## src/hdl/dot_prod_cfg.svh

```systemverilog
`ifndef DOT_PROD_CFG_SVH
`define DOT_PROD_CFG_SVH

// signed width of each real or imaginary input part
`define DP_SAMPLE_W 12

// one product part, two sample widths plus one
`define DP_PROD_W 25

// products summed into one dot product
`define DP_LENGTH 5

// term counter, must hold DP_LENGTH - 1
`define DP_CNT_W 3

// product width plus guard bits for DP_LENGTH terms
`define DP_ACC_W 28

// saturated output part
`define DP_RES_W 24

`endif

```

## src/hdl/dot_prod_pkg.sv

```systemverilog
`default_nettype none

`include "dot_prod_cfg.svh"

package dot_prod_pkg;

   typedef logic signed [`DP_SAMPLE_W-1:0] sample_t;  // one input part
   typedef logic signed [`DP_PROD_W-1:0]   product_t;
   typedef logic signed [`DP_ACC_W-1:0]    acc_t;     // running sum
   typedef logic signed [`DP_RES_W-1:0]    result_t;

   // pairing stage, which stream is waiting for its partner
   typedef enum logic [1:0] {
      PAIR_EMPTY,
      PAIR_HAVE_X,
      PAIR_HAVE_Y
   } pair_state_e;

endpackage

`default_nettype wire

```

## src/hdl/cpx_multiply.sv

```systemverilog
`default_nettype none

module cpx_multiply (
   input  wire                    clk,
   input  wire                    arst_n_i,
   input  wire                    ready_i,
   input  wire                    pair_valid_i,
   input  dot_prod_pkg::sample_t  xi_i,
   input  dot_prod_pkg::sample_t  xq_i,
   input  dot_prod_pkg::sample_t  yi_i,
   input  dot_prod_pkg::sample_t  yq_i,
   output logic                   prod_valid_o,
   output dot_prod_pkg::product_t prod_i_o,
   output dot_prod_pkg::product_t prod_q_o
);

   logic                   mul_valid;       // stage one occupied
   dot_prod_pkg::product_t p_ii, p_qq;      // real partials
   dot_prod_pkg::product_t p_iq, p_qi;      // imaginary partials

   always_ff @(posedge clk or negedge arst_n_i) begin
      if (!arst_n_i) begin
         mul_valid    <= 1'b0;
         prod_valid_o <= 1'b0;
      end else if (ready_i) begin
         mul_valid    <= pair_valid_i;
         prod_valid_o <= mul_valid;
      end
   end

   // stage one, four signed multiplies
   always_ff @(posedge clk) begin
      if (ready_i) begin
         p_ii <= xi_i * yi_i;
         p_qq <= xq_i * yq_i;
         p_iq <= xi_i * yq_i;
         p_qi <= xq_i * yi_i;
      end
   end

   // stage two
   always_ff @(posedge clk) begin
      if (ready_i) begin
         prod_i_o <= p_ii - p_qq;
         prod_q_o <= p_iq + p_qi;
      end
   end

endmodule

`default_nettype wire

```

## src/hdl/dot_accumulate.sv

```systemverilog
`default_nettype none

`include "dot_prod_cfg.svh"

module dot_accumulate (
   input  wire                    clk,
   input  wire                    arst_n_i,
   input  wire                    ready_i,
   input  wire                    prod_valid_i,
   input  dot_prod_pkg::product_t prod_i_i,
   input  dot_prod_pkg::product_t prod_q_i,
   output logic                   sum_valid_o,
   output dot_prod_pkg::acc_t     sum_i_o,
   output dot_prod_pkg::acc_t     sum_q_o
);

   localparam logic [`DP_CNT_W-1:0] last_cnt = `DP_LENGTH - 1;

   logic [`DP_CNT_W-1:0] term_cnt;
   logic                 last_term;
   dot_prod_pkg::acc_t   ext_i, ext_q;

   // sign extension into the accumulator width
   assign ext_i = dot_prod_pkg::acc_t'(prod_i_i);
   assign ext_q = dot_prod_pkg::acc_t'(prod_q_i);

   assign last_term = (term_cnt == last_cnt);

   always_ff @(posedge clk or negedge arst_n_i) begin
      if (!arst_n_i) begin
         term_cnt    <= '0;
         sum_valid_o <= 1'b0;
      end else if (ready_i) begin
         sum_valid_o <= prod_valid_i && last_term;
         if (prod_valid_i) begin
            if (last_term)
               term_cnt <= '0;  // wrap after DP_LENGTH terms
            else
               term_cnt <= term_cnt + 1'b1;
         end
      end
   end

   // the sum register is the output, so the last term and the flag land together
   always_ff @(posedge clk) begin
      if (ready_i && prod_valid_i) begin
         if (term_cnt == '0) begin  // first term starts fresh
            sum_i_o <= ext_i;
            sum_q_o <= ext_q;
         end else begin
            sum_i_o <= sum_i_o + ext_i;
            sum_q_o <= sum_q_o + ext_q;
         end
      end
   end

endmodule

`default_nettype wire

```

## src/hdl/dot_prod_top.sv

```systemverilog
`default_nettype none

module dot_prod_top (
   input  wire                   clk,
   input  wire                   arst_n_i,
   input  wire                   ready_i,
   input  wire                   x_valid_i,
   input  dot_prod_pkg::sample_t xi_i,
   input  dot_prod_pkg::sample_t xq_i,
   input  wire                   y_valid_i,
   input  dot_prod_pkg::sample_t yi_i,
   input  dot_prod_pkg::sample_t yq_i,
   output logic                  result_valid_o,
   output dot_prod_pkg::result_t result_i_o,
   output dot_prod_pkg::result_t result_q_o
);

   logic                   pair_valid;
   dot_prod_pkg::sample_t  pxi, pxq, pyi, pyq;
   logic                   prod_valid;
   dot_prod_pkg::product_t prod_i, prod_q;
   logic                   sum_valid;
   dot_prod_pkg::acc_t     sum_i, sum_q;

   sample_pair_align align_i (
      .clk          (clk),
      .arst_n_i     (arst_n_i),
      .ready_i      (ready_i),
      .x_valid_i    (x_valid_i),
      .xi_i         (xi_i),
      .xq_i         (xq_i),
      .y_valid_i    (y_valid_i),
      .yi_i         (yi_i),
      .yq_i         (yq_i),
      .pair_valid_o (pair_valid),
      .pxi_o        (pxi),
      .pxq_o        (pxq),
      .pyi_o        (pyi),
      .pyq_o        (pyq)
   );

   cpx_multiply mult_i (
      .clk          (clk),
      .arst_n_i     (arst_n_i),
      .ready_i      (ready_i),
      .pair_valid_i (pair_valid),
      .xi_i         (pxi),
      .xq_i         (pxq),
      .yi_i         (pyi),
      .yq_i         (pyq),
      .prod_valid_o (prod_valid),
      .prod_i_o     (prod_i),
      .prod_q_o     (prod_q)
   );

   dot_accumulate acc_i (
      .clk          (clk),
      .arst_n_i     (arst_n_i),
      .ready_i      (ready_i),
      .prod_valid_i (prod_valid),
      .prod_i_i     (prod_i),
      .prod_q_i     (prod_q),
      .sum_valid_o  (sum_valid),
      .sum_i_o      (sum_i),
      .sum_q_o      (sum_q)
   );

   result_saturate sat_i (
      .clk            (clk),
      .arst_n_i       (arst_n_i),
      .ready_i        (ready_i),
      .sum_valid_i    (sum_valid),
      .sum_i_i        (sum_i),
      .sum_q_i        (sum_q),
      .result_valid_o (result_valid_o),
      .result_i_o     (result_i_o),
      .result_q_o     (result_q_o)
   );

endmodule

`default_nettype wire

```

## src/hdl/result_saturate.sv

```systemverilog
`default_nettype none

`include "dot_prod_cfg.svh"

module result_saturate (
   input  wire                   clk,
   input  wire                   arst_n_i,
   input  wire                   ready_i,
   input  wire                   sum_valid_i,
   input  dot_prod_pkg::acc_t    sum_i_i,
   input  dot_prod_pkg::acc_t    sum_q_i,
   output logic                  result_valid_o,
   output dot_prod_pkg::result_t result_i_o,
   output dot_prod_pkg::result_t result_q_o
);

   localparam dot_prod_pkg::result_t res_max = {1'b0, {(`DP_RES_W-1){1'b1}}};
   localparam dot_prod_pkg::result_t res_min = {1'b1, {(`DP_RES_W-1){1'b0}}};

   function automatic dot_prod_pkg::result_t clamp(input dot_prod_pkg::acc_t v);
      logic [`DP_ACC_W-`DP_RES_W:0] top;  // bits that must all match the sign
      top = v[`DP_ACC_W-1:`DP_RES_W-1];
      if (&top || ~|top)
         return v[`DP_RES_W-1:0];
      else if (v[`DP_ACC_W-1])
         return res_min;
      else
         return res_max;
   endfunction

   always_ff @(posedge clk or negedge arst_n_i) begin
      if (!arst_n_i) begin
         result_valid_o <= 1'b0;
         result_i_o     <= '0;
         result_q_o     <= '0;
      end else if (ready_i) begin
         result_valid_o <= sum_valid_i;
         if (sum_valid_i) begin  // outputs hold between pulses
            result_i_o <= clamp(sum_i_i);
            result_q_o <= clamp(sum_q_i);
         end
      end
   end

endmodule

`default_nettype wire

```

## src/hdl/sample_pair_align.sv

```systemverilog
`default_nettype none

module sample_pair_align (
   input  wire                   clk,
   input  wire                   arst_n_i,
   input  wire                   ready_i,
   input  wire                   x_valid_i,
   input  dot_prod_pkg::sample_t xi_i,
   input  dot_prod_pkg::sample_t xq_i,
   input  wire                   y_valid_i,
   input  dot_prod_pkg::sample_t yi_i,
   input  dot_prod_pkg::sample_t yq_i,
   output logic                  pair_valid_o,
   output dot_prod_pkg::sample_t pxi_o,
   output dot_prod_pkg::sample_t pxq_o,
   output dot_prod_pkg::sample_t pyi_o,
   output dot_prod_pkg::sample_t pyq_o
);

   dot_prod_pkg::pair_state_e state;
   dot_prod_pkg::sample_t     hxi, hxq, hyi, hyq;  // held samples
   logic                      has_x, has_y;

   // a fresh strobe counts as present, a held sample too
   assign has_x = x_valid_i || (state == dot_prod_pkg::PAIR_HAVE_X);
   assign has_y = y_valid_i || (state == dot_prod_pkg::PAIR_HAVE_Y);

   always_ff @(posedge clk or negedge arst_n_i) begin
      if (!arst_n_i) begin
         state        <= dot_prod_pkg::PAIR_EMPTY;
         pair_valid_o <= 1'b0;
      end else if (ready_i) begin
         pair_valid_o <= has_x && has_y;
         if (has_x && has_y)
            state <= dot_prod_pkg::PAIR_EMPTY;
         else if (has_x)
            state <= dot_prod_pkg::PAIR_HAVE_X;
         else if (has_y)
            state <= dot_prod_pkg::PAIR_HAVE_Y;
      end
   end

   always_ff @(posedge clk) begin
      if (ready_i) begin
         if (x_valid_i) begin  // newer x replaces held one
            hxi <= xi_i;
            hxq <= xq_i;
         end
         if (y_valid_i) begin
            hyi <= yi_i;
            hyq <= yq_i;
         end
         if (has_x && has_y) begin
            pxi_o <= x_valid_i ? xi_i : hxi;
            pxq_o <= x_valid_i ? xq_i : hxq;
            pyi_o <= y_valid_i ? yi_i : hyi;
            pyq_o <= y_valid_i ? yq_i : hyq;
         end
      end
   end

endmodule

`default_nettype wire

```

## config.mk

```make
export PLATFORM = sky130hd
export DESIGN_NAME = dot_prod_top
export DESIGN_NICKNAME = d
export VERILOG_FILES = /design/src/hdl/dot_prod_pkg.sv /design/src/hdl/cpx_multiply.sv /design/src/hdl/dot_accumulate.sv /design/src/hdl/dot_prod_top.sv /design/src/hdl/result_saturate.sv /design/src/hdl/sample_pair_align.sv
export VERILOG_INCLUDE_DIRS = /design/src /design/src/hdl
export SDC_FILE = /design/constraint.sdc
export NUM_CORES = 2
export LEC_CHECK = 0
export BUFFER_PORTS_ARGS = -buffer_cell sky130_fd_sc_hd__clkbuf_2
export CAP_MARGIN = 15
export CORE_UTILIZATION = 55
export CTS_BUF_LIST = sky130_fd_sc_hd__clkbuf_8
export CTS_CLUSTER_DIAMETER = 60
export CTS_CLUSTER_SIZE = 24
export DETAILED_ROUTE_END_ITERATION = 6
export GPL_TIMING_DRIVEN = 0
export PLACE_DENSITY = 0.72
export SYNTH_ARGS = -nofsm -noshare
export SYNTH_HDL_FRONTEND = slang
export SYNTH_SLANG_ARGS = --single-unit
```

## constraint.sdc

```tcl
create_clock -name clk -period 16.7 [get_ports clk]
set_input_delay 2.505 -clock clk [delete_from_list [all_inputs] [get_ports clk]]
set_output_delay 2.505 -clock clk [all_outputs]
set_load 0.02 [all_outputs]
```

==> out/qor.yml <==
clock_sink_count: 356
area_growth_pct: 6.62
postCtsSetupRepairBufs: 0
yosysTopAreaCellShare_pct: 28.8
hold_path.class: "reg2reg"
clock-skew-final_ns: 0.0747
clock_tree_from_tritoncts: "done"
route.detailed.vias_per_inst: 5.50
timing_max_transition_violations_final: 0
initial_antenna_violation_count: 5
critical_path_required_ns: 17.21
met3_length_um: 8330
floorplan.initialDensity_pct: 56.0
critPathKind: "reg2reg"
place_area_um2: 40400
die-height_um: 267
vias_in_the_first_global_route: 27600
min_period_over_period_pct: 42.0
cts-hold-fix-buffers: 0
met2RoutedLength_um: 43900
cp_common_cell: "sky130_fd_sc_hd__fa_1"
tightest_slew_ns: 1.11
fp.coreArea_um2: 69100
die_w_um: 267
rsz0062_at_grt: "no"
synth_area_leaders: "sky130_fd_sc_hd__fa_1 (29%), sky130_fd_sc_hd__edfxtp_1 (23%), sky130_fd_sc_hd__ha_1 (10%), sky130_fd_sc_hd__inv_1 (7.3%), sky130_fd_sc_hd__nand2_1 (4.9%)"
synth_flop_cell: "sky130_fd_sc_hd__edfxtp_1"
accumulated_negative_setup_slack_ns: 0
number_of_enable_type_register_cells_in_the_synthesized_netlist: 298
endpoints_failing_hold: 0
avgSynthCellArea_um2: 10.0
post_route_met1_wirelength_um: 38900
synthesized_area_um2: 38700
antenna_violating_nets_post_route: 0
achievable-frequency_ghz: 0.143
clockBufferDepth: 3
total_of_warnings_raised_by_yosys: 0
cts.reportedPaths.clkPinSlew_ns: 0.13
setup_viol_count_final: 0
design.portCount: 102
relSlewSlack_pct: 26.0
dp_worst_setup_slack_ns: 9.94
critPathLaunchType: "flop"
netlist_instances: 3864
timing.critical_path.buf_inv: 4
drtPass1Iterations: 5
overflow: 0
grt_start_max_net_pins: 105
grt_util_all_layers_pct: 27.8
timing.critical_path.depth: 20
post_synth_num_cell_types: 72
cp-end-kind: "flop"
remaining_drc_errors: 0
detail_route.wl_per_cell_um: 19.1
cts-root-buf: "sky130_fd_sc_hd__clkbuf_8"
max-cap-violations: 0
syn-num-nets: 4781
buffer_ports.inserted: 99
worst_path_dominant_cell_family: "adder cells"
grt_first_pass_wirelength_um: 150000
final_critical_path_setup_slack_ns: 9.68
cts-resized-gates: 0
drt_iter0_drc: 2053
floorplan.die_area_um2: 71400
run_status: "finished clean"
ys_seq_area_share_pct: 26.9
post-synth-top-count-cell: "sky130_fd_sc_hd__inv_1"
post-dp-hpwl_um: 75800
synth_largest_area_cell: "sky130_fd_sc_hd__fa_1"
cts-htree-levels: 2
final_layout_size_suffix_gt1_share_pct: 5.73
yosys_register_bits: 356
finalCriticalPeriod_ns: 7.02
via_total_after_detailed_routing: 27300
cts_made_buffers: 34
highest-signal-layer: "met5"
postLayoutCellArea_um2: 41200
synth_commonest_cells: "sky130_fd_sc_hd__inv_1 (748), sky130_fd_sc_hd__fa_1 (556), sky130_fd_sc_hd__nand2_1 (507)"
timing.critical_path.slowest_cell_delay_ns: 0.61
gp_routability_congestion: 0.975
timing.critical_path.arrival_ns: 7.53
wirelength_um: 94900
hold_depth: 1
ff2ff_path_depth: 20
finalNetCount: 4920
ys_async_sr_fraction_pct: 16.3
post-route-util_pct: 59.7
fillers: 5950
cp_cell_sequence: "clkinv_1 > clkbuf_1 > nor2_1 > fa_1 > fa_1 > fa_1 > fa_1 > inv_1 > fa_1 > inv_1 > ha_1 > a21o_1 > a21o_1 > a21oi_1 > nand2_1 > a31oi_1 > nor3_1 > nor3_1 > a21oi_1 > xor2_1"
cp_max_fo: 11
worst_skew_pair.late_latency_ns: 0.71
fp-row-count: 96
cpMaxStageDelayCell: "sky130_fd_sc_hd__edfxtp_1"
==> sequential cells by signal (all words and copies together) (netlist names), 3 cells and up <==
signal,count
align_i.pyi_o,12
mult_i.p_iq,24
align_i.hyi,12
sat_i.result_q_o,24
align_i.hxi,12
acc_i.sum_i_o,28
acc_i.term_cnt,3
align_i.pxi_o,12
mult_i.p_ii,24
align_i.pyq_o,12
align_i.hxq,12
sat_i.result_i_o,24
mult_i.prod_i_o,25
mult_i.p_qq,24
mult_i.prod_q_o,25
mult_i.p_qi,24
align_i.pxq_o,12
align_i.hyq,12
acc_i.sum_q_o,28
==> kinds of logic after synthesis <==
kind of cell / synth area share [%]
AO/OA/AOI/OAI: 8.55
XOR/XNOR: 3.87
adder cells (fa/ha/maj): 38.8
buffers and inverters: 8.60
flip-flops: 26.9
multiplexers: 1.54
AND/OR/NAND/NOR: 11.8
==> per-stage QoR <==
step / std cells / hold WS (ns)
global placement: 4894 / 0.465
global route: 4964 / 0.450
finish: 4969 / 0.470
floorplan: 3864 / 0.475
detailed placement: 4898 / 0.475
CTS: 4959 / 0.455
==> cells in the final DEF, fill, tap and decap left out, types with 25 or more instances in the layout <==
cell and instances:
sky130_fd_sc_hd__clkbuf_8 37, sky130_fd_sc_hd__and2_1 171, sky130_fd_sc_hd__nand2b_1 25, sky130_fd_sc_hd__nor2_1 145
sky130_fd_sc_hd__ha_1 308, sky130_fd_sc_hd__o21ai_0 47, sky130_fd_sc_hd__a21oi_1 185, sky130_fd_sc_hd__nand2_1 507
sky130_fd_sc_hd__and3_1 25, sky130_fd_sc_hd__o21a_1 31, sky130_fd_sc_hd__o21ai_1 99, sky130_fd_sc_hd__a21o_1 48
sky130_fd_sc_hd__clkbuf_2 97, sky130_fd_sc_hd__edfxtp_1 298, sky130_fd_sc_hd__nor3_1 29, sky130_fd_sc_hd__fa_1 556
sky130_fd_sc_hd__inv_1 748, sky130_fd_sc_hd__xor2_1 54, sky130_fd_sc_hd__dfrtp_1 58, sky130_fd_sc_hd__mux2_2 52
sky130_fd_sc_hd__xnor2_1 117, sky130_fd_sc_hd__clkbuf_1 132
==> per-layer routing <==
layer  global-route usage (%)  vias to the layer above
met2                     44.9                     1013
met4                     10.5                        2
met1                     36.8                    13500
met3                     5.88                      186
li1                         -                    12600
met5                        0                        -
==> cell type report <==
| type | count | area, um^2 | share of cell area [%] |
|---|---|---|---|
| clock buffers | 36 | 495 | 1.20 |
| multi-input cells | 2622 | 24900 | 60.5 |
| flip-flops and latches | 356 | 10400 | 25.2 |
| plain buffers | 135 | 507 | 1.23 |
| inverters | 751 | 2820 | 6.84 |
| diodes | 10 | 25.0 | 0.0607 |
| well taps | 931 | 1160 | 2.83 |
| clock inverters | 25 | 272 | 0.659 |
| repair buffers | 103 | 602 | 1.46 |
==> final timing paths <==
kind	from	end	slack (ns)
setup reg to reg	align_i.pyq_o[11]$_DFFE_PP_	mult_i.p_iq[22]$_DFFE_PP_	9.68
hold reg to reg	mult_i.mul_valid$_DFFE_PN0P_	mult_i.prod_valid_o$_DFFE_PN0P_	0.47
setup / recovery	align_i.pyq_o[11]$_DFFE_PP_	mult_i.p_iq[22]$_DFFE_PP_	9.68
min in group asynchronous	arst_n_i	sat_i.result_i_o[16]$_DFFE_PN0P_	1.69
max in group asynchronous	arst_n_i	sat_i.result_q_o[18]$_DFFE_PN0P_	14.48
hold / removal	mult_i.mul_valid$_DFFE_PN0P_	mult_i.prod_valid_o$_DFFE_PN0P_	0.47
Power is left out: the tool's default activity adds up to more than one toggle a clock period on the data nets, which glitch-free logic cannot reach.
